$ cat src/verilog/icache_sram.sv
`timescale 1ns/100ps

module icache_sram #(
    parameter int  depth   = 64,
    parameter type entry_t = logic [31:0]
) (
    input  logic                     clk,
    input  logic                     rst_n,
    input  logic [$clog2(depth)-1:0] raddr_i,
    input  logic                     ren_i,
    output entry_t                   rdata_o,
    input  logic [$clog2(depth)-1:0] waddr_i,
    input  logic                     we_i,
    input  entry_t                   wdata_i
);

    entry_t mem [depth];

    always_ff @(posedge clk) begin
        if (we_i) begin
            mem[waddr_i] <= wdata_i;
        end
    end

    // registered read, old word on a same-address write
    always_ff @(posedge clk) begin
        if (!rst_n) begin
            rdata_o <= '0;
        end else if (ren_i) begin
            rdata_o <= mem[raddr_i];
        end
    end

endmodule

$ cat config.mk
export PLATFORM = sky130hd
export DESIGN_NAME = icache_sram
export DESIGN_NICKNAME = d
export VERILOG_FILES = /design/src/verilog/icache_sram.sv
export SDC_FILE = /design/constraint.sdc
export NUM_CORES = 2
export LEC_CHECK = 0
export BUFFER_PORTS_ARGS = -buffer_cell sky130_fd_sc_hd__buf_2
export CORE_MARGIN = 3
export CORE_UTILIZATION = 35
export DETAILED_ROUTE_END_ITERATION = 16
export MAX_ROUTING_LAYER = met4
export PLACE_DENSITY = 0.47
export SYNTH_ARGS = -nofsm -noshare
export SYNTH_HDL_FRONTEND = slang
export SYNTH_SLANG_ARGS = --single-unit
$ cat constraint.sdc
create_clock -name clk -period 10.1 [get_ports clk]
set_input_delay 0.505 -clock clk [delete_from_list [all_inputs] [get_ports clk]]
set_output_delay 0.505 -clock clk [all_outputs]
set_load 0.02 [all_outputs]
# --- After elaboration in Yosys (flattened, before gate mapping) ---
# Memory sizes are Yosys's and may differ from the RTL's. A register that Yosys moved wholly into a read port is not among the register bits.
# Cells that the tools add are included.
totals:
  regBits: 0
  mem_bits_rw: 2048
  input_bits: 48
  out_inout_bits: 32
  elab_cells: 4
  n_memories: 1
op_classes:
  n_mux: 2
  n_reduce_logical: 1
memory_table:
  columns: ["memory", "depth", "word_bits", "rd", "rd_clocked_by_memory_dff", "wr", "line_no", "text"]
  rows:
  - ["mem", 64, 32, 1, 1, 1, "17", "entry_t mem [depth];"]
ops:
  columns: ["operator", "count"]
  rows:
  - ["2-to-1 mux 1 bit", 2]
  - ["logical NOT 1 bit", 1]

# --- Depth between registers and ports, before layout ---
logic_depth:
  ltp_word: 2
  mapped_depth: 10
  mapped_depth_nobuf: 5

# --- Worst setup path before layout ---
# OpenSTA, ideal clock, no wires.
synth_timing:
  path_type: "input -> register"
  start: "input waddr_i[5]"
  end: "memory mem[48][0] (netlist bit) (enable)"
  setup_time_ns: 0.461
  arrival_time_ns: 3.382
  required_ns: 9.639
  setup_slack_ns: 6.257
  stages: 4
  path_buffers: 1
  cell_sequence: "clkbuf_1 nand3_1 or3_1 nor3_1"
synth_lines:
  columns: ["item", "line_no", "text"]
  rows:
  - ["from (decl)", "12", "input logic [$clog2(depth)-1:0] waddr_i,"]
  - ["to (decl)", "17", null]
# No word-level cell before the write port.

==> flow_summary.ini <==
[routing]
drt_iter0_drc = 3966
via_count = 39400
viasPerCell = 5.57
routedWlPerCell_um = 33.8
ant_nets = 0
drt_first_pass_iters = 5
wl_mm = 239
drc_errors = 0

[pwr]
power.density_mw_per_mm2 = 196
vdd_drop_max_mv = 0.150
p_leak_uw = 0.0283
power_frac_comb = 0.050
p_switching_uw = 3900
p_seq_frac = 0.539
pwr-share-clk = 0.411
switching_share = 0.219
intPower_uw = 13900

[clock_network]
clock_latency_ps = 850
clock_path_buffers = 3
cts.sinks = 2080
ctsResizeCount = 0
cts_setup_buffers = 0
cts.clk_slew.worst_paths_ps = 60
h-tree-depth = 4
numCtsBuffers = 211
cts_tree = built
cts-root-buf = clkbuf_16
cts_hold_buffers = 0

[worst_setup_path]
worstPathRequired_ps = 10880
worstSetupPathType = in2reg
crit_fanout = 49
worst_r2r_endpoint = rdata_o[29]$_SDFFE_PN0P_
cp.arrival_ps = 4820
reg2regPathDepth = 5
start_kind = input pin
worstSetupEndpointType = flip-flop
r2r_slack_ps = 7650
rr_startpoint = mem[46][29]$_DFFE_PP_

[min_path]
min_path_cells = 4
min_path_type = in2reg
hold_start = raddr_i[3]
hold_end = rdata_o[9]$_SDFFE_PN0P_

[outcome]
violations = capacitance limit, slew limit
status = finished, violations left

[grt]
grt.total_usage = 0.211
gr-total-overflow = 0
antenna_found_initial = 22
grt_max_degree = 93
grt_pass1_wl_mm = 332
grt_pass1_vias = 39700

[floorplan]
dieWidth_um = 483
die_h_um = 483
ios = 80
rows = 174
die-area_mm2 = 0.233
initial_core_util = 0.353
coreArea_mm2 = 0.226

[synthesis]
yosysWarningCount = 0
syn-num-nets = 3754
ys_seq_elements = 2080
synth_edf_count = 2048
synth_top_area_frac = 0.773
syn_inst = 3706
ys_top_cells_by_area = edfxtp_1 77%, mux4_2 11%, mux2i_1 3.4%
synthesis.area_mm2 = 0.0796
synthDistinctLibCells = 49
synth_top_area_cell = edfxtp_1
synth_most_common_cell = edfxtp_1
syn_area_per_cell_um2 = 21.5
synth_commonest_cells = 2,048 x edfxtp_1, 386 x mux4_2, 268 x mux2i_1
synthFlopType = edfxtp_1
synth-seq-area-share = 0.781
ys_async_sr_fraction = 0

[timing]
period_needed_ps = 4040
finalSetupViolCount = 0
max_freq_ghz = 0.247
slew_violations = 2
skew_ps = 35.5
relSlewSlack = -0.0465
rsz0062_at_grt = false
fin_crit_sh = 0.400
worst_slack_ps = 6060
finalHoldViolCount = 0
setup_tns_ps = 0
worst_slew_pin_slew_ps = 1560

[placement]
dp_hpwl_mm = 123
routabilityCongestion = 0.745
io_buffer_count = 79
dpl_worst_slack_ps = 5380

[layout]
fin_nets = 3951
layout.core_utilization = 0.402
drive_above_1_share = 0.244
syn_to_final_growth_pct = 13.9
fill_cells = 20100

[flow_run]
max_cap_violations = 2
## worst max-delay path, cell delays in order
cell and delay [ps]:
buf_8 400, buf_4 670, nand2_4 680, buf_4 470, o221ai_1 260, nand3_1 120
a311oi_1 1300, a221o_1 240
## power groups by stage
| stage | Combinational [uW] | Sequential, uW | Clock (uW) |
|---|---|---|---|
| CTS | 900 | 9590 | 7490 |
| floorplan | 473 | 9760 | 0 |
| global route | 944 | 9590 | 7850 |
| finish | 888 | 9590 | 7320 |
| detailed placement | 899 | 9780 | 0 |
| global placement | 892 | 9770 | 0 |
## state kept, by name, indices dropped and copies added (netlist names)
name     count
mem       2048
rdata_o     32
## cell families after synthesis
logic type / after synthesis / synth area share
compound gates: 460 / 0.0406
flops: 2080 / 0.781
buf+inv: 230 / 0.0151
simple gates: 232 / 0.0138
mux: 704 / 0.150
## final cells by class
class | count | area, um^2 | area share
Timing Repair Buffer | 211 | 1480 | 0.0164
Clock buffer | 287 | 5770 | 0.0637
Tap cell | 2992 | 3740 | 0.0413
Inverter | 3 | 17.5 | 0.000193
Antenna cell | 9 | 22.5 | 0.000248
Clock inverter | 103 | 623 | 0.00687
Sequential cell | 2080 | 62100 | 0.685
Multi-Input combinational cell | 1396 | 16900 | 0.186
## through the flow
step           cell area (um^2)  hold slack (ps)  std cells  power, uW
2_1_floorplan             79600              589       3706      10200
3_3_place_gp              84200              545       6677      10700
3_5_place_dp              84200              518       6681      10700
4_1_cts                   90600              169       7071      18000
5_1_grt                   90600              233       7075      18400
6_report                  90700              223       7081      17800
## layout by cell type (no fill, tap or decap), types with 28 or more instances in the layout
master     instances
nor2_1            41
edfxtp_1        2048
o221ai_1          54
a21oi_1           63
mux4_2           386
clkinv_2          44
a31oi_1           39
clkbuf_1          61
nor2_4            64
mux2_1            29
and2_1            30
buf_2             77
nand2_1           28
a22oi_1           50
clkinv_1          45
buf_4            124
o22ai_1           77
o21ai_0           37
mux2i_1          268
clkbuf_16        216
dfxtp_1           32
a221oi_1          37
## layer usage
| layer | track usage | routed length [um] | share of wire |
|---|---|---|---|
| met1 | 0.292 | 105000 | 0.44 |
| met2 | 0.335 | 117000 | 0.49 |
| met3 | 0.0269 | 12700 | 0.053 |
| met4 | 0.0458 | 4830 | 0.020 |
| met5 | - | 0 | 0 |
## how the worst max path moves through the flow
stage,start,end,slack [ps],cells after the start
after global placement,raddr_i[1],rdata_o[8]$_SDFFE_PN0P_,4960,8
final,raddr_i[1],rdata_o[17]$_SDFFE_PN0P_,6060,8
after global routing,raddr_i[1],rdata_o[17]$_SDFFE_PN0P_,6190,8
after CTS,raddr_i[1],rdata_o[1]$_SDFFE_PN0P_,6260,8
after floorplan,waddr_i[5],mem[48][0]$_DFFE_PP_,6260,4
after detailed placement,raddr_i[1],rdata_o[1]$_SDFFE_PN0P_,5380,8
(Power assumes the default switching activity.)
