[src/verilog/icache_pkg.sv]
package icache_pkg;

    // address layout
    localparam int addr_w         = 32;
    localparam int line_bytes     = 32;
    localparam int words_per_line = line_bytes / 4;
    localparam int pairs_per_line = words_per_line / 2;
    localparam int tag_w          = 20;

    // fetches with this bit set skip the cache
    localparam int uncached_bit = 31;

    typedef struct packed {
        logic             valid;
        logic [tag_w-1:0] tag;
    } tag_entry_t;

    // element 0 is the instruction at the lower address
    typedef logic [1:0][31:0] fetch_pair_t;

endpackage

[src/verilog/icache_lookup.sv]
`timescale 1ns/100ps

module icache_lookup
    import icache_pkg::*;
#(
    parameter int sets = 64
) (
    input  logic                      clk,
    input  logic                      rst_n,
    input  logic                      req_valid_i,
    output logic                      req_ready_o,
    input  logic [addr_w-1:0]         req_pc_i,
    input  logic                      hold_i,
    input  logic                      replay_i,
    output logic                      s1_valid_o,
    input  logic                      s1_ready_i,
    output logic [addr_w-1:0]         s1_pc_o,
    output logic [$clog2(sets)-1:0]   tag_raddr_o,
    output logic [$clog2(sets)+1:0]   data_raddr_o,
    output logic                      sram_ren_o
);

    localparam int idx_w = $clog2(sets);
    localparam int off_w = $clog2(line_bytes);

    logic              s1_valid_q;
    logic [addr_w-1:0] s1_pc_q;
    logic [addr_w-1:0] rd_pc;
    logic              accept;

    // take a new request only if stage 2 frees our slot
    assign req_ready_o = !hold_i && (!s1_valid_q || s1_ready_i);
    assign accept      = req_valid_i && req_ready_o;

    // replay re-reads the held pc after a refill
    assign rd_pc        = replay_i ? s1_pc_q : req_pc_i;
    assign tag_raddr_o  = rd_pc[off_w +: idx_w];
    // set index followed by pair offset
    assign data_raddr_o = rd_pc[3 +: idx_w + 2];
    assign sram_ren_o   = accept || replay_i;

    assign s1_valid_o = s1_valid_q;
    assign s1_pc_o    = s1_pc_q;

    always_ff @(posedge clk) begin
        if (!rst_n) begin
            s1_valid_q <= 1'b0;
        end else if (accept) begin
            s1_valid_q <= 1'b1;
        end else if (s1_ready_i) begin
            s1_valid_q <= 1'b0;
        end
    end

    // pc travels alongside the sram read latency
    always_ff @(posedge clk) begin
        if (accept) begin
            s1_pc_q <= {req_pc_i[addr_w-1:3], 3'b000};
        end
    end

endmodule

[config.mk]
export PLATFORM = sky130hd
export DESIGN_NAME = icache_lookup
export DESIGN_NICKNAME = d
export VERILOG_FILES = /design/src/verilog/icache_pkg.sv /design/src/verilog/icache_lookup.sv
export SDC_FILE = /design/constraint.sdc
export NUM_CORES = 1
export LEC_CHECK = 0
export BUFFER_PORTS_ARGS = -buffer_cell sky130_fd_sc_hd__buf_4
export CAP_MARGIN = 20
export CORE_MARGIN = 3
export CORE_UTILIZATION = 35
export CTS_CLUSTER_DIAMETER = 100
export CTS_CLUSTER_SIZE = 12
export DETAILED_ROUTE_END_ITERATION = 10
export HOLD_SLACK_MARGIN = 0.1
export MAX_ROUTING_LAYER = met4
export PLACE_DENSITY_LB_ADDON = 0.15
export SYNTH_ARGS = -nofsm -noshare
export SYNTH_HDL_FRONTEND = slang
export SYNTH_SLANG_ARGS = --single-unit
[constraint.sdc]
create_clock -name clk -period 2.1 [get_ports clk]
set_input_delay 0.21 -clock clk [delete_from_list [all_inputs] [get_ports clk]]
set_output_delay 0.21 -clock clk [all_outputs]
set_load 0.005 [all_outputs]
After elaboration in Yosys (flattened, before gate mapping)

Cells that the tools add are included.

Register bits: 30
Latch bits: 0
Memory bits (writable): 0
Bits in read-only memories: 0
Bits of input ports: 38
Output and inout bits: 49
Logic and storage cells: 12
Memories kept: 0

Add/subtract/negate cells: 0
$mul: 0
Div/mod/pow operators: 0
Magnitude comparators: 0
Eq/ne operators: 0
Shift operators: 0
Mux-type cells: 3
Bitwise operators: 0
Reduce and logical (&&, ||, !) cells: 7

Operators with widths:

| kind               | count |
|---|---|
| 11-bit two-way mux | 1 |
| 1-bit logical AND  | 2 |
| 1-bit logical NOT  | 2 |
| 1-bit logical OR   | 2 |
| 1-bit two-way mux  | 2 |
| 2-bit nonzero test | 1 |

Longest topological paths before layout

Gate-level depths: netlist of the first run.

Depth after elaboration: 5
Depth in mapped cells: 3
Mapped depth without buffers: 2

Worst setup path after synthesis of the first run

OpenSTA, ideal clock, no wires.

Path type: reg2reg
Start point: reg s1_valid_q, in the netlist s1_valid_o
End point: reg s1_pc_q[10], in the netlist s1_pc_o[10], enable pin
Library setup time: 0.415 ns
Data arrival time: 1.710 ns
Data required time: 1.685 ns
Path slack: -0.024 ns
Cell stages (with the launch flop): 3
Path buffers: 0
Period minus slack after synthesis: 2.124 ns
Cell sequence: dfxtp_1 > nor2b_1 > nor2_1

Longest elaborated chain between the ends: 4

Ends and longest elaborated chain:

| item                   | line                | RTL |
|---|---|---|
| from (decl)            | icache_lookup.sv:26 | `logic s1_valid_q;` |
| from (signal assigned) | icache_lookup.sv:47 | `s1_valid_q <= 1'b0;` |
| from (signal assigned) | icache_lookup.sv:49 | `s1_valid_q <= 1'b1;` |
| from (signal assigned) | icache_lookup.sv:51 | `s1_valid_q <= 1'b0;` |
| 1-bit logical NOT      | icache_lookup.sv:32 | `assign req_ready_o = !hold_i && (!s1_valid_q \|\| s1_ready_i);` |
| 1-bit logical OR       | icache_lookup.sv:32 |  |
| 1-bit logical AND      | icache_lookup.sv:32 |  |
| 1-bit logical AND      | icache_lookup.sv:33 | `assign accept = req_valid_i && req_ready_o;` |
| via accept             | icache_lookup.sv:29 | `logic accept;` |
| to (signal assigned)   | icache_lookup.sv:58 | `s1_pc_q <= {req_pc_i[addr_w-1:3], 3'b000};` |
| to (decl)              | icache_lookup.sv:27 | `logic [addr_w-1:0] s1_pc_q;` |

The timed path passes the listed nets, and every way through them passes these cells.
A chain may end at the register's enable or synchronous reset.

Worst setup path after layout of the first run

Start point: in req_pc_i[7]
End point: out tag_raddr_o[2]

Longest elaborated chain between the ends: 1

Ends and longest elaborated chain:

| item               | line                | RTL |
|---|---|---|
| from (decl)        | icache_lookup.sv:12 | `input logic [addr_w-1:0] req_pc_i,` |
| 11-bit two-way mux | icache_lookup.sv:36 | `assign rd_pc = replay_i ? s1_pc_q : req_pc_i;` |
| to (decl)          | icache_lookup.sv:18 | `output logic [$clog2(sets)-1:0] tag_raddr_o,` |

No other way between the ends.

==> results of run 1 <==
worst max-delay path, delay by kind of cell:
| family | cells | cell delay (ns) |
|---|---|---|
| buffers and inverters | 3 | 0.82 |
| multiplexers | 1 | 0.27 |
cells in the final DEF (no fill, tap or decap):
master | Yosys | routed
sky130_fd_sc_hd__clkinv_2 | 0 | 1
sky130_fd_sc_hd__clkbuf_4 | 0 | 5
sky130_fd_sc_hd__buf_4 | 9 | 82
sky130_fd_sc_hd__dlygate4sd3_1 | 0 | 29
sky130_fd_sc_hd__nor2_2 | 0 | 1
sky130_fd_sc_hd__a21boi_1 | 1 | 1
sky130_fd_sc_hd__clkbuf_1 | 0 | 1
sky130_fd_sc_hd__edfxtp_1 | 29 | 29
sky130_fd_sc_hd__nor2_1 | 2 | 1
sky130_fd_sc_hd__clkinv_1 | 0 | 1
sky130_fd_sc_hd__o21bai_1 | 1 | 1
sky130_fd_sc_hd__nor2b_1 | 1 | 1
sky130_fd_sc_hd__dfxtp_1 | 1 | 1
sky130_fd_sc_hd__nand2b_1 | 2 | 2
sky130_fd_sc_hd__mux2_4 | 8 | 8
sky130_fd_sc_hd__conb_1 | 1 | 3
layer usage:
metal | routed length (um) | track usage (%)
met5 | 0 | -
met4 | 36 | 5.79
met3 | 263 | 7.55
met2 | 1470 | 26.7
met1 | 986 | 14.9
path summary, 6_finish.rpt:
path / startpoint / end / slack [ns] / cells past startpoint
setup / recovery: req_pc_i[7] / tag_raddr_o[2] / 0.59 / 4
hold / removal: rst_n / s1_valid_o / 0.18 / 2
setup reg to reg: s1_valid_o / s1_pc_o[7] / 0.92 / 3
hold reg to reg: s1_valid_o / s1_valid_o / 0.53 / 2
power by group through the flow:
stage	logic, mW	clock network, mW	registers (mW)
2_1_floorplan	0.0599	0	0.712
3_5_place_dp	0.174	0	0.708
4_1_cts	0.217	0.326	0.695
3_3_place_gp	0.171	0	0.707
6_report	0.217	0.308	0.695
5_1_grt	0.234	0.359	0.698
stage by stage:
step / total power [mW] / setup slack (ns) / area [sq um] / util, %
6_report: 1.22 / 0.593 / 2080 / 67.5
5_1_grt: 1.29 / 0.572 / 2080 / 67.5
2_1_floorplan: 0.772 / 0.447 / 1140 / -
3_5_place_dp: 0.882 / 0.913 / 1740 / 56.4
4_1_cts: 1.24 / 0.587 / 2080 / 67.5
3_3_place_gp: 0.878 / 0.929 / 1740 / 56.4
layout make-up:
class	instances	share of cell area, %
flip-flops and latches	30	42.9
repair buffers	111	43.6
clock inverters	2	0.422
clock buffers	6	1.99
multi-input cells	18	8.43
well taps	44	2.65
flip-flops by register name, indices dropped and copies added, names as in the netlist:
name,flops
s1_pc_o,29
s1_valid_o,1
cells by family (layout without fill, tap and decap cells):
| group | count (synthesis) | in the layout | synth area share (%) |
|---|---|---|---|
| compound gates | 2 | 2 | 1.32 |
| buf+inv | 10 | 119 | 6.95 |
| flops | 30 | 30 | 78.5 |
| mux | 8 | 8 | 10.6 |
| other cells | 1 | 3 | 0.330 |
| simple gates | 5 | 5 | 2.32 |
repair_timing:
action / CTS / global route
setup endpoints to repair: 0 / 0
hold buffers: 29 / 0
endpoints found under the hold margin: 29 / 0
==> results.toml, run 1 <==
[power_and_ir_drop]
comb_power_share_pct = 17.8
p_int_uw = 960
vdd_drop_max_mv = 0.426
seq_power_share_pct = 56.9
leakagePower_nw = 0.917
power.clock.fraction_pct = 25.3
switching_share_pct = 21.3
pwr_per_cell_area_nw_per_um2 = 588
switching_power_uw = 260

[route]
dr.first_iter.drc_count = 14
drt_pre_antenna_iters = 3
remaining_drc_errors = 0
route.final.wire_length_um = 2760
routed_wire_length_per_instance_um = 13.1
vias_per_cell = 4.04
count_of_vias_placed_by_the_detailed_router = 853
drt.antenna.violating_nets = 0

[grt]
globalRouteTotalUtil_pct = 15.5
global_route_wire_length_before_repair_um = 4460
grt_pass1_vias = 965
pin_count_of_the_biggest_net_entering_global_routing = 17
globalRoute.totalOverflow = 0
antenna_violations_before_repair = 0

[synthesis]
synth_cell_type_count = 11
syn_inst = 56
synth_seq_cells = 30
synth.cell_area_sq_um = 1130
synthDominantCellAreaShare_pct = 76.7
yosys_warnings = 0
synth_sequential_area_ratio_pct = 78.5
yosys.cell_count.top_type = "sky130_fd_sc_hd__edfxtp_1"
synth-main-ff-cell = "sky130_fd_sc_hd__edfxtp_1"
synth_area_leader_cell = "sky130_fd_sc_hd__edfxtp_1"
post_synth_most_frequent_cells = "sky130_fd_sc_hd__edfxtp_1 (29), sky130_fd_sc_hd__buf_4 (9), sky130_fd_sc_hd__mux2_4 (8), sky130_fd_sc_hd__nand2b_1 (2), sky130_fd_sc_hd__nor2_1 (2)"
synthTopCellsByArea = "sky130_fd_sc_hd__edfxtp_1 (77%), sky130_fd_sc_hd__mux2_4 (11%), sky130_fd_sc_hd__buf_4 (6.0%)"
async_reset_ff_share_pct = 0
synth-edff-count = 29
synthesis.area_per_instance_sq_um = 20.3

[outcome]
run_status = "completed"

[worst_setup_path]
criticalPathCategory = "input port to output port"
slowest_stage = "sky130_fd_sc_hd__dlygate4sd3_1"
setup.worst_path.end_class = "output port"
cp_common_cell = "sky130_fd_sc_hd__buf_4"
critical_path_arrival_ns = 1.30
required_ns = 1.89
timing.critical_path.fanout_max = 2
critPathMaxStageDelay_ns = 0.54
crit_chain = "dlygate4sd3_1 > buf_4 > mux2_4 > buf_4"
setup.worst_path.start_class = "input port"

[cells_and_area]
syn2layout_area_growth_pct = 83.0
fillerInstances = 235
multi_input_comb_area_sq_um = 175
design.final.nets = 204
antenna-diode-count = 0
regArea_sq_um = 891
drive_above_1_share_pct = 58.1
final-instance-count-excl-fill = 211

[sta]
max_freq_mhz = 663
period_share_pct = 71.8
final_period_demand_of_the_worst_path_ns = 1.51
timing.hold.ws_ns = 0.176
timing_max_transition_violations_final = 0
setup-tns-final_ns = 0
worst_clock_skew_ns = 0.00622
hold_viol_final = 0
setup_viol_count_final = 0
rsz_0062_raised_after_global_routing = "false"

[clock_network]
cts-root-to-sink-buffers = 2
clkSlewWorstSetupHoldPaths_ns = 0.08
cts_repair_resize_count = 0
later_pin_clock_latency_in_the_skew_report_ns = 0.32
clock_tree.root_cell = "sky130_fd_sc_hd__clkbuf_4"
cts_made_buffers = 5
clock_tree.htree_level_count = 2
numClockSinks = 30
tritoncts_clock_tree = "done"
postCtsSetupRepairBufs = 0

[floorplan]
ioPinCount = 87
num_rows = 20
initial_utilization_pct = 36.9
design.die.area_sq_um = 3960
die_w_um = 62.9
fp.coreArea_sq_um = 3080
chipHeight_um = 62.9

[placement]
routability_driven_placement_congestion_ratio = 0.731
hpwl_after_dpl_um = 1800
portBuffers = 80
dp.cells = 174

[run]
timing.max_cap.violations = 0

[worst_hold_path]
min-delay-path-class = "input port to flip-flop"
Note: power is estimated with default switching activity, not from simulation.
==> run 2, diff against run 1 <==
ABC_AREA = 1   (was unset)
clock period = 1.4 ns   (was 2.1 ns; I/O delays follow)
==> results.toml, run 2 <==
[route]
drt.antenna.violating_nets = 0
count_of_vias_placed_by_the_detailed_router = 945
remaining_drc_errors = 0
drt_pre_antenna_iters = 4
dr.first_iter.drc_count = 39
routed_wire_length_per_instance_um = 13.0
route.final.wire_length_um = 3000
vias_per_cell = 4.11

[cells_and_area]
fillerInstances = 215
final_core_util_pct = 71.5
mostFrequentLayoutCell = "sky130_fd_sc_hd__buf_4"
design.final.nets = 226
antenna-diode-count = 0
drive_above_1_share_pct = 46.8
largest_register_ff_count = 29
commonest_non_fill_non_tap_cells_in_the_layout = "sky130_fd_sc_hd__buf_4 (80), sky130_fd_sc_hd__dlygate4sd3_1 (31), sky130_fd_sc_hd__edfxtp_1 (29)"
syn2layout_area_growth_pct = 86.3

[floorplan]
initial_utilization_pct = 38.4
die_w_um = 62.4
ioPinCount = 87
chipHeight_um = 62.4
design.die.area_sq_um = 3890
num_rows = 19
fp.coreArea_sq_um = 2900

[synthesis]
synthesis.area_per_instance_sq_um = 14.5
synth_seq_cells = 30
async_reset_ff_share_pct = 0
synth_cell_type_count = 11
synthDominantCellAreaShare_pct = 78.2
synth.cell_area_sq_um = 1110
synthTopCellsByArea = "sky130_fd_sc_hd__edfxtp_1 (78%), sky130_fd_sc_hd__nand2_1 (9.1%), sky130_fd_sc_hd__buf_4 (6.1%)"
synth-edff-count = 29
yosys.cell_count.top_type = "sky130_fd_sc_hd__edfxtp_1"
syn_inst = 77
yosys_warnings = 0
post_synth_most_frequent_cells = "sky130_fd_sc_hd__edfxtp_1 (29), sky130_fd_sc_hd__nand2_1 (27), sky130_fd_sc_hd__buf_4 (9), sky130_fd_sc_hd__inv_1 (5)"
synth_area_leader_cell = "sky130_fd_sc_hd__edfxtp_1"
synth-main-ff-cell = "sky130_fd_sc_hd__edfxtp_1"
synth_sequential_area_ratio_pct = 80.0

[sta]
period_share_pct = 90.6
max_freq_mhz = 789
final_period_demand_of_the_worst_path_ns = 1.27
setup-tns-final_ns = 0
worst_slack_ns = 0.132
timing_max_transition_violations_final = 0
timing.hold.ws_ns = 0.503
hold_viol_final = 0
setup_viol_count_final = 0
worst_clock_skew_ns = 0.00148
rsz_0062_raised_after_global_routing = "false"

[grt]
globalRoute.totalOverflow = 0
globalRouteTotalUtil_pct = 16.5
antenna_violations_before_repair = 0
global_route_wire_length_before_repair_um = 4730
pin_count_of_the_biggest_net_entering_global_routing = 30
grt_pass1_vias = 1001

[clock_network]
tritoncts_clock_tree = "done"
numClockSinks = 30
clkSlewWorstSetupHoldPaths_ns = 0.08
clock_tree.root_cell = "sky130_fd_sc_hd__clkbuf_4"
cts_made_buffers = 5
clock_tree.htree_level_count = 2
cts_hold_repair.buffers = 31
cts-root-to-sink-buffers = 2
cts_repair_resize_count = 0
later_pin_clock_latency_in_the_skew_report_ns = 0.30
postCtsSetupRepairBufs = 0

[power_and_ir_drop]
leakagePower_nw = 0.951
pwr_per_cell_area_nw_per_um2 = 873
vdd_drop_max_mv = 0.593
finalPower_mw = 1.81

[worst_setup_path]
setup.worst_path.start_class = "input port"
required_ns = 1.61
crit_chain = "dlygate4sd3_1 > buf_4 > nand2_1 > dlygate4sd3_1 > inv_1"
worst_path_buffer_plus_inverter_count = 4
critPathMaxStageDelay_ns = 0.56
critical_path_arrival_ns = 1.48
criticalPathCategory = "input port to flip-flop"
slowest_stage = "sky130_fd_sc_hd__dlygate4sd3_1"
setup.worst_path.end_class = "flip-flop"
timing.critical_path.max_delay_family = "buffers and inverters"
timing.critical_path.fanout_max = 1
cp_common_cell = "sky130_fd_sc_hd__dlygate4sd3_1"

[placement]
place_worst_setup_slack_ns = 0.249
routability_driven_placement_congestion_ratio = 0.763
hpwl_after_dpl_um = 1900
portBuffers = 80

[worst_hold_path]
min-delay-path-class = "input port to flip-flop"

[run]
timing.max_cap.violations = 0

[outcome]
run_status = "completed"
-- run 2: routing by layer --
metal  vias up  GRT usage (%)  part of all wire (%)  routed length (um)
met4         0           7.44                   2.1                  62
met5         -              -                     0                   0
met3         7           5.04                   5.0                 151
li1        465              -                     -                   -
met2        44           30.2                    58                1730
met1       429           15.7                    35                1060
-- run 2: kinds of logic after synthesis --
kind of cell	synth area share [%]
other	0.337
flip-flops	80.0
AO/OA/AOI/OAI	0.449
AND/OR/NAND/NOR	10.1
buffers and inverters	9.10
-- run 2: stage by stage --
| step | cells | cell area [sq um] |
|---|---|---|
| 2_1_floorplan | 79 | 1120 |
| 3_3_place_gp | 192 | 1720 |
| 3_5_place_dp | 192 | 1720 |
| 4_1_cts | 230 | 2070 |
| 5_1_grt | 230 | 2070 |
| 6_report | 230 | 2070 |
-- run 2: path summary, 6_finish.rpt --
check | start | endpoint | slack (ns) | cells past startpoint
max | rst_n | s1_valid_o | 0.13 | 5
max reg2reg | s1_valid_o | s1_valid_o | 0.16 | 5
min | req_valid_i | s1_pc_o[8] | 0.50 | 4
min reg2reg | s1_valid_o | s1_pc_o[8] | 1.00 | 4
-- run 2: layout make-up --
type / count / area, sq um / share of cell area (%)
repair buffers: 112 / 931 / 44.9
flip-flops and latches: 30 / 891 / 42.9
multi-input cells: 33 / 129 / 6.21
well taps: 42 / 52.6 / 2.53
clock buffers: 7 / 45.0 / 2.17
inverters: 6 / 26.3 / 1.27
-- run 2: report_power, final --
part	internal [mW]	switching, mW	leakage (nW)
clock	0.189	0.253	0.0254
combinational	0.211	0.114	0.647
sequential	1.03	0.0133	0.280
total	1.43	0.380	0.951
-- run 2: worst register-to-register path, stage by stage (launching register included) --
cell and delay [ns]:
sky130_fd_sc_hd__dfxtp_1 0.32, sky130_fd_sc_hd__nand2_1 0.09, sky130_fd_sc_hd__o21ai_0 0.09, sky130_fd_sc_hd__nand2_1 0.07, sky130_fd_sc_hd__dlygate4sd3_1 0.55, sky130_fd_sc_hd__inv_1 0.04
