`src/verilog/icache_pkg.sv`:
```
package icache_pkg;

    // address layout
    localparam int addr_w         = 32;
    localparam int line_bytes     = 32;
    localparam int words_per_line = line_bytes / 4;
    localparam int pairs_per_line = words_per_line / 2;
    localparam int tag_w          = 20;

    // fetches with this bit set skip the cache
    localparam int uncached_bit = 31;

    typedef struct packed {
        logic             valid;
        logic [tag_w-1:0] tag;
    } tag_entry_t;

    // element 0 is the instruction at the lower address
    typedef logic [1:0][31:0] fetch_pair_t;

endpackage

```
`src/verilog/icache_hit_select.sv`:
```
`timescale 1ns/100ps

module icache_hit_select
    import icache_pkg::*;
#(
    parameter int sets = 64
) (
    input  logic              clk,
    input  logic              rst_n,
    input  logic              s1_valid_i,
    output logic              s1_ready_o,
    input  logic [addr_w-1:0] s1_pc_i,
    input  tag_entry_t        tag0_i,
    input  tag_entry_t        tag1_i,
    input  fetch_pair_t       data0_i,
    input  fetch_pair_t       data1_i,
    output logic              miss_valid_o,
    output logic [addr_w-1:0] miss_pc_o,
    output logic              miss_uncached_o,
    input  logic              fill_done_i,
    input  fetch_pair_t       fill_pair_i,
    output logic [1:0]        hit_way_o,
    output logic              resp_valid_o,
    input  logic              resp_ready_i,
    output logic [addr_w-1:0] resp_pc_o,
    output fetch_pair_t       resp_insts_o
);

    // tag sits right above the index so no address bit is skipped
    localparam int tag_lsb = $clog2(line_bytes) + $clog2(sets);

    logic [tag_w-1:0]  pc_tag;
    logic              uncached;
    logic [1:0]        hit;
    fetch_pair_t       hit_pair;
    logic              take;
    logic              resp_valid_q;
    logic              wait_q;
    logic              miss_q;
    logic [addr_w-1:0] pc_q;
    fetch_pair_t       insts_q;
    logic [1:0]        way_q;

    assign pc_tag   = s1_pc_i[tag_lsb +: tag_w];
    assign uncached = s1_pc_i[uncached_bit];
    assign hit[0]   = !uncached && tag0_i.valid && (tag0_i.tag == pc_tag);
    assign hit[1]   = !uncached && tag1_i.valid && (tag1_i.tag == pc_tag);
    assign hit_pair = hit[1] ? data1_i : data0_i;

    // frozen while a refill is outstanding
    assign s1_ready_o = !wait_q && (!resp_valid_q || resp_ready_i);
    assign take       = s1_valid_i && s1_ready_o;

    always_ff @(posedge clk) begin
        if (!rst_n) begin
            resp_valid_q <= 1'b0;
            wait_q       <= 1'b0;
            miss_q       <= 1'b0;
        end else begin
            // one-cycle report to refill
            miss_q <= take && !(|hit);
            if (fill_done_i) begin
                resp_valid_q <= 1'b1;
                wait_q       <= 1'b0;
            end else if (take) begin
                resp_valid_q <= |hit;
                wait_q       <= !(|hit);
            end else if (resp_ready_i) begin
                resp_valid_q <= 1'b0;
            end
        end
    end

    always_ff @(posedge clk) begin
        if (take) begin
            pc_q    <= s1_pc_i;
            insts_q <= hit_pair;
            way_q   <= hit;
        end else if (fill_done_i) begin
            insts_q <= fill_pair_i;
            way_q   <= '0;
        end
    end

    assign resp_valid_o    = resp_valid_q;
    assign resp_pc_o       = pc_q;
    assign resp_insts_o    = insts_q;
    assign hit_way_o       = way_q;
    assign miss_valid_o    = miss_q;
    assign miss_pc_o       = pc_q;
    assign miss_uncached_o = pc_q[uncached_bit];

endmodule

```
`config.mk`:
```
export PLATFORM = sky130hd
export DESIGN_NAME = icache_hit_select
export DESIGN_NICKNAME = d
export VERILOG_FILES = /design/src/verilog/icache_pkg.sv /design/src/verilog/icache_hit_select.sv
export SDC_FILE = /design/constraint.sdc
export NUM_CORES = 1
export LEC_CHECK = 0
export BUFFER_PORTS_ARGS = -buffer_cell sky130_fd_sc_hd__clkbuf_2
export CORE_AREA = 2 2 157 159
export CTS_CLUSTER_DIAMETER = 50
export CTS_CLUSTER_SIZE = 30
export DETAILED_ROUTE_END_ITERATION = 12
export DIE_AREA = 0 0 159 161
export PLACE_DENSITY = 0.64
export SETUP_SLACK_MARGIN = 0.02
export SYNTH_ARGS = -nofsm -noshare
export SYNTH_HDL_FRONTEND = slang
export SYNTH_SLANG_ARGS = --single-unit
```
`constraint.sdc`:
```
create_clock -name clk -period 5.9 [get_ports clk]
set_input_delay 1.18 -clock clk [delete_from_list [all_inputs] [get_ports clk]]
set_output_delay 1.18 -clock clk [all_outputs]
set_load 0.005 [all_outputs]
```
==> After elaboration in Yosys (flattened, before gate mapping) <==
Index checks and enable logic that the tools add are counted.
{ "classes": {"bitwise": 1, "n_reduce_logical": 16, "muxes": 8, "eq_ne": 2} }
{ "op_table": {"columns": ["operator", "count"], "rows": [
  ["two-way mux 64 bit", 3],
  ["equality test 20 bit", 2],
  ["logical AND 1 bit", 7],
  ["zero test 1 bit", 4],
  ["two-way mux 2 bit", 2],
  ["OR reduction 2 bit", 2],
  ["two-way mux 1 bit", 3],
  ["nonzero test 3 bit", 1],
  ["nonzero test 2 bit", 1],
  ["logical OR 1 bit", 1],
  ["NOT 1 bit", 1]
]} }
{ "word_totals": {"in_bits": 271, "out_inout_bits": 134, "register_bits": 101, "elab_cells": 34} }

==> Logic depth before layout (Yosys ltp) <==
Gate-level depths: netlist of run 1.
{ "depth": {"ltp_word": 6, "ltp_mapped": 8, "depth_no_buf": 6} }

==> Worst setup path before layout of run 1 <==
Ideal clock, no wire load.
{ "synth_timing": {"kind": "input -> register", "start": "input port resp_ready_i", "end": "register way_q[0] (netlist: hit_way_o[0]), enable pin", "t_arrival_ns": 3.232, "stages": 5, "path_buffers": 1, "setup_ns": 0.435, "setup_slack_ns": 2.233, "required_ns": 5.465, "path_cell_list": "nor2b_1 > nor2_1 > nand2_1 > clkbuf_1 > nand2b_1"} }
{ "synth_between": {"elab_chain_len": 4} }
{ "synth_lines": {"columns": ["element", "line", "text"], "rows": [
  ["start, declared", "icache_hit_select.sv:24", "input logic resp_ready_i,"],
  ["logical OR 1 bit", "icache_hit_select.sv:51", "assign s1_ready_o = !wait_q && (!resp_valid_q || resp_ready_i);"],
  ["logical AND 1 bit", "icache_hit_select.sv:51", null],
  ["named net s1_ready_o", "icache_hit_select.sv:11", "output logic s1_ready_o,"],
  ["logical AND 1 bit", "icache_hit_select.sv:52", "assign take = s1_valid_i && s1_ready_o;"],
  ["nonzero test 2 bit (no source line)", null, null],
  ["end signal, assigned", "icache_hit_select.sv:78", "way_q <= hit;"],
  ["end, declared", "icache_hit_select.sv:42", "logic [1:0] way_q;"]
]} }
The timed path passes the listed nets, and every way through them passes these cells.
A chain may end at the register's enable or synchronous reset.

==> Worst setup path after layout of run 1 <==
{ "layout_timing": {"start": "input port s1_pc_i[14]", "end": "register insts_q (netlist bit resp_insts_o[0]), data pin"} }
{ "layout_between": {"elab_chain_len": 4} }
{ "layout_lines": {"columns": ["element", "line", "text"], "rows": [
  ["start, declared", "icache_hit_select.sv:12", "input logic [addr_w-1:0] s1_pc_i,"],
  ["equality test 20 bit", "icache_hit_select.sv:47", "assign hit[1] = !uncached && tag1_i.valid && (tag1_i.tag == pc_tag);"],
  ["logical AND 1 bit", "icache_hit_select.sv:47", null],
  ["two-way mux 64 bit", "icache_hit_select.sv:48", "assign hit_pair = hit[1] ? data1_i : data0_i;"],
  ["two-way mux 64 bit", "icache_hit_select.sv:75", "if (take) begin"],
  ["end signal, assigned", "icache_hit_select.sv:77", "insts_q <= hit_pair;"],
  ["end signal, assigned", "icache_hit_select.sv:80", "insts_q <= fill_pair_i;"],
  ["end, declared", "icache_hit_select.sv:41", "fetch_pair_t insts_q;"]
]} }
Every way passes these cells.

==> impl_metrics.env, run 1 <==
export IMPL_p_int_mw=1.436
export IMPL_hold_path_class="reg2reg"
export IMPL_cp_required_ns=6.08
export IMPL_synth_top_area_cell="edfxtp_1"
export IMPL_hpwl_mm=16.13
export IMPL_fin_worst_skew_ns=0.01085
export IMPL_clockPowerShare_pct=33.3
export IMPL_drv_cap=0
export IMPL_drtIter0Drc=404
export IMPL_use_met2_pct=26.36
export IMPL_via_per_inst=4.568
export IMPL_final_cell_mix="clkbuf_2, nand2_1, edfxtp_1, o211ai_1, o211ai_2"
export IMPL_cts_resized=0
export IMPL_syn_to_final_growth_pct=40.32
export IMPL_finalHoldWorstSlack_ns=0.5185
export IMPL_grt_pass1_vias=5345
export IMPL_met1_usage_pct=20.49
export IMPL_grtUsageMet3_pct=4.032
export IMPL_die_w_um=159
export IMPL_yosys_area_share_adder_pct=0
export IMPL_drc=0
export IMPL_outcome="finished clean"
export IMPL_die_height_um=161
export IMPL_fillers=2489
export IMPL_power_density_nw_per_um2=237.1
export IMPL_comb_power_share_pct=20.6
export IMPL_arrival_ns=3.47
export IMPL_synthFlopType="edfxtp_1"
export IMPL_final_cells=1195
export IMPL_ctsHoldBuffers=0
export IMPL_grt_start_max_net_pins=97
export IMPL_synth_edf_count=98
export IMPL_fin_tns_setup_ns=0
export IMPL_syn_num_nets=790
export IMPL_antenna_found_initial=2
export IMPL_clk_pin_slew_worst_paths_ns=0.07
export IMPL_multiInputGateArea_um2=2401
export IMPL_io_buffers=404
export IMPL_clock_sinks=101
export IMPL_async_reset_ff_share_pct=0
export IMPL_synthMuxAreaShare_pct=0
export IMPL_layout_commonest_cell="clkbuf_2"
export IMPL_core_um2=23960
export IMPL_path_cells="clkbuf_2, xnor2_1, nand4b_1, or4_2, or2_4, buf_4, o211ai_1"
export IMPL_hold_violations=0
export IMPL_yosysSeqAreaShare_pct=51.26
export IMPL_crit_buf_inv=2
export IMPL_top_usage_layer="met2"
export IMPL_synth_seq_cells=101
export IMPL_ys_top_cells_by_area="edfxtp_1, o211ai_2, o211ai_1"
export IMPL_crit_type="in2reg"
export IMPL_syn_area_per_cell_um2=11.29
export IMPL_gp_congestion=0.9661
export IMPL_rr_worst_depth=5
export IMPL_io_pins=405
export IMPL_min_period_over_period_pct=55.77
export IMPL_grt_overflow=0
export IMPL_fmax_mhz=303.9
export IMPL_clockBufferDepth=2
export IMPL_yosys_warnings=0
export IMPL_synthCells=519
export IMPL_numCtsBuffers=9
export IMPL_insertedDiodeCount=0
export IMPL_dieArea_um2=25600
export IMPL_synth_xor_area_share_pct=5.980
export IMPL_rsz0062_at_grt="no"
export IMPL_cp_slowest_cell="or4_2"
export IMPL_cts_tree="built"
export IMPL_p_leak_nw=3.673
export IMPL_clock_latency_ns=0.35
export IMPL_finalSetupViolCount=0
export IMPL_regArea_um2=3003
export IMPL_antenna_left=0
export IMPL_dp_cells=1179
export IMPL_cts_root_buf="clkbuf_16"
export IMPL_htreeDepth=3
export IMPL_worst_slew_margin_rel_pct=33.81
export IMPL_synth_compound_area_share_pct=22.00
export IMPL_p_sw_mw=0.5129
export IMPL_p_sw_share_pct=26.32
export IMPL_synth_cell_types=28
export IMPL_worst_pin_slew_ns=0.9929
export IMPL_cp_num_cells=7
export IMPL_postCtsSetupBuffers=0
export IMPL_synth_area_um2=5858
export IMPL_fin_crit_ns=3.291
export IMPL_critPathLaunchType="input pin"
export IMPL_rows=57
export IMPL_track_usage_pct=15.92
export IMPL_synth_top_family_by_area="compound AO/OA/AOI/OAI gates"
export IMPL_synth_simple_area_share_pct=12.75
export IMPL_wl_per_cell_um=17.71
export IMPL_nNetsFinal=1137
export IMPL_crit_fanout=34
export IMPL_synth_top_area_share_pct=50.23
export IMPL_seq_power_share_pct=46.2
export IMPL_peakVddDrop_uv=130.5
export IMPL_via_count=5459
export IMPL_maxSlewViolCount=0
export IMPL_fin_util_pct=34.30
export IMPL_grt_pass1_wl_mm=31.44
export IMPL_final_layout_size_suffix_gt1_share_pct=56.72
export IMPL_first_pass_iters=4
export IMPL_wirelength_mm=21.16
export IMPL_cp_top_family="simple AND/OR/NAND/NOR gates"
export IMPL_whs_path_depth=2
export IMPL_critPathMaxStageDelay_ns=0.69
export IMPL_start_util_pct=24.45
export IMPL_crit_path_end_kind="flop"
[registers in the layout, summed over array words and instances, names as in the netlist]
register,cells
hit_way_o,2
wait_q,1
miss_valid_o,1
resp_insts_o,64
miss_pc_o,32
resp_valid_o,1
[kinds of logic (layout without fill, tap and decap cells)]
logic type / Yosys count / in the layout
flip-flops: 101 / 101
AO/OA/AOI/OAI: 132 / 132
buffers and inverters: 76 / 428
AND/OR/NAND/NOR: 170 / 170
XOR/XNOR: 40 / 40
[metal layers]
| layer | up-vias | part of all wire, % |
|---|---|---|
| li1 | 2598 | - |
| met1 | 2588 | 43 |
| met2 | 239 | 48 |
| met3 | 32 | 6.5 |
| met4 | 2 | 2.3 |
| met5 | - | 0.061 |
[layout make-up]
class	count	area share, %
clock buffer	11	2.831
clock inverter	5	1.035
inverter	1	0.07610
multi-input combinational	342	29.21
sequential	101	36.53
tap	324	4.932
timing repair buffer	411	25.39
[worst reg2reg max path, delay by kind of cell, from the launching register on]
family | cells | cell delay [ns]
and+or+nand+nor | 4 | 1.22
buffers and inverters | 1 | 0.59
DFF | 1 | 0.35
[power groups by stage]
stage	Clock [mW]	Sequential (mW)	Combinational [mW]
final	0.648	0.900	0.401
after global routing	0.695	0.906	0.441
after CTS	0.677	0.901	0.406
after detailed placement	0	0.916	0.405
after global placement	0	0.915	0.403
after floorplan	0	0.918	0.185
[per-stage QoR]
step,power (mW),setup WS (ns),instance area (um^2)
2_1_floorplan,1.103,2.233,5858
3_5_place_dp,1.321,2.247,7903
4_1_cts,1.983,2.616,8220
6_report,1.949,2.609,8220
5_1_grt,2.042,2.470,8220
3_3_place_gp,1.318,2.262,7903
[synth_stat cells, types with 4 or more instances]
cell type / instances
o211ai_1: 68
buf_4: 33
buf_2: 6
clkbuf_1: 29
nor4_1: 4
nand3b_1: 4
nand4_1: 10
buf_6: 7
o211ai_2: 60
xnor2_1: 31
nand2_1: 132
xor2_1: 9
edfxtp_1: 98
[worst paths after layout]
check | start | end | slack (ns)
worst min-delay path | wait_q | wait_q | 0.52
worst max-delay path | s1_pc_i[14] | resp_insts_o[0] | 2.61
worst min register to register | wait_q | wait_q | 0.52
worst max register to register | resp_valid_o | resp_insts_o[22] | 3.15
Note: power is estimated with default switching activity, not from simulation.
==> run 2: changes to the inputs <==
CORE_AREA = 2 2 156 158   (was 2 2 157 159)
DIE_AREA = 0 0 158 160   (was 0 0 159 161)
PLACE_DENSITY = 0.67   (was 0.64)
clock period = 2.8 ns   (was 5.9 ns; I/O delays follow)
==> run 2 against run 1 <==
Effect of this change:
- highest routed layer is now met4
- total power grew 110%
- clock skew increased by 0.0018 ns
- global-route usage increased by 0.87 points
- first-iteration DRC count up 6.2%
- count of clock-buffer cells in the layout fell by 2
- sequential power grew 110%
- routed wire length up 4.0%
==> impl_metrics.env, run 2 (synthesized netlist as in run 1, its figures left out) <==
export IMPL_outcome="finished clean"
export IMPL_io_buffers=404
export IMPL_hold_violations=0
export IMPL_grt_pass1_vias=5509
export IMPL_rsz0062_at_grt="no"
export IMPL_hpwl_mm=17.66
export IMPL_numCtsBuffers=9
export IMPL_grt_overflow=0
export IMPL_power_density_nw_per_um2=480.8
export IMPL_postCtsSetupBuffers=0
export IMPL_antenna_found_initial=0
export IMPL_fmax_mhz=411.4
export IMPL_rr_worst_depth=8
export IMPL_wirelength_mm=22.00
export IMPL_clk_pin_slew_worst_paths_ns=0.09
export IMPL_layout_commonest_cell="clkbuf_2"
export IMPL_maxSlewViolCount=0
export IMPL_largest_register_ffs=64
export IMPL_finalPower_mw=4.075
export IMPL_final_layout_size_suffix_gt1_share_pct=58.10
export IMPL_gp_congestion=1.003
export IMPL_final_cells=1219
export IMPL_crit_path_end_kind="flop"
export IMPL_drc=0
export IMPL_fin_ws_ns=0.3695
export IMPL_fin_tns_setup_ns=0
export IMPL_drv_cap=0
export IMPL_path_cells="clkbuf_2, xnor2_1, nand4b_1, or4_2, or2_4, buf_4, o211ai_2"
export IMPL_cp_required_ns=3.00
export IMPL_critPathLaunchType="input pin"
export IMPL_critPathMaxStageDelay_ns=0.81
export IMPL_arrival_ns=2.63
export IMPL_start_util_pct=24.59
export IMPL_grt_pass1_wl_mm=32.02
export IMPL_drtIter0Drc=429
export IMPL_worst_pin_slew_ns=0.4355
export IMPL_cp_top_family="simple AND/OR/NAND/NOR gates"
export IMPL_nNetsFinal=1161
export IMPL_core_um2=23820
export IMPL_p_leak_nw=3.820
export IMPL_htreeDepth=3
export IMPL_insertedDiodeCount=0
export IMPL_io_pins=405
export IMPL_hold_path_class="in2reg"
export IMPL_fin_worst_skew_ns=0.01264
export IMPL_crit_fanout=17
export IMPL_cts_resized=0
export IMPL_fin_crit_ns=2.431
export IMPL_die_height_um=160
export IMPL_worst_slew_margin_rel_pct=70.97
export IMPL_min_period_over_period_pct=86.81
export IMPL_final_cell_mix="clkbuf_2, nand2_1, edfxtp_1, o211ai_1, o211ai_2"
export IMPL_dp_slack_ns=-0.02049
export IMPL_ctsHoldBuffers=0
export IMPL_startpoint="s1_pc_i[16]"
export IMPL_rr_endpoint="wait_q"
export IMPL_wl_per_cell_um=18.05
export IMPL_finalSetupViolCount=0
export IMPL_clock_latency_ns=0.36
export IMPL_clock_sinks=101
export IMPL_min_delay_start="s1_pc_i[3]"
export IMPL_r2r_setup_slack_ns=1.08
export IMPL_first_pass_iters=5
export IMPL_cts_root_buf="clkbuf_16"
export IMPL_fillers=2478
export IMPL_rows=57
export IMPL_track_usage_pct=16.79
export IMPL_peakVddDrop_uv=244.8
export IMPL_hold_end="miss_pc_o[3]"
export IMPL_crit_buf_inv=2
export IMPL_r2r_start="resp_valid_o"
export IMPL_cts_tree="built"
export IMPL_via_count=5580
export IMPL_dp_cells=1203
export IMPL_grt_start_max_net_pins=81
export IMPL_via_per_inst=4.578
export IMPL_die_w_um=158
export IMPL_cp_slowest_cell="or4_2"
export IMPL_dieArea_um2=25280
export IMPL_antenna_left=0
export IMPL_whs_path_depth=1
export IMPL_crit_type="in2reg"
export IMPL_syn_to_final_growth_pct=44.66
export IMPL_clockBufferDepth=2
-- run 2: worst max-delay path by stage --
stage                        to  slack [ns]  depth (start not counted)
2_1_floorplan      hit_way_o[0]        0.43                          5
3_3_place_gp   resp_insts_o[37]        0.04                          7
3_5_place_dp   resp_insts_o[18]       -0.02                          7
4_1_cts        resp_insts_o[18]        0.36                          7
5_1_grt        resp_insts_o[18]        0.24                          7
6_report       resp_insts_o[21]        0.37                          7
-- run 2: area by class of cell --
cell class / count / area [um^2] / share of cell area [%]
multi-input combinational: 342 / 2401 / 28.33
inverter: 1 / 6.256 / 0.07382
sequential: 101 / 3003 / 35.43
timing repair buffer: 435 / 2355 / 27.79
clock buffer: 9 / 225.2 / 2.658
clock inverter: 7 / 78.83 / 0.9302
tap: 324 / 405.4 / 4.784
-- run 2: power breakdown --
part	leakage [nW]	internal [mW]	switching (mW)	total [mW]
sequential	1.01	1.83	0.0542	1.89
clock	0.148	0.636	0.661	1.30
combinational	2.66	0.428	0.461	0.889
total	3.82	2.90	1.18	4.07
-- run 2: metrics by stage --
step / hold WS, ns / cell area [um^2] / util [%]
6_report: 0.3720 / 8474 / 35.58
5_1_grt: 0.3491 / 8474 / 35.58
4_1_cts: 0.3427 / 8474 / 35.58
3_5_place_dp: 0.5091 / 8170 / 34.30
3_3_place_gp: 0.4804 / 8170 / 34.30
2_1_floorplan: 0.4571 / 5862 / -
-- run 2: layer usage --
metal / vias to the layer above / routed length [um] / GRT usage (%)
li1: 2654 / - / -
met1: 2666 / 9120 / 21.53
met2: 235 / 11010 / 28.26
met3: 25 / 1447 / 3.474
met4: 0 / 422 / 5.201
met5: - / 0 / 0
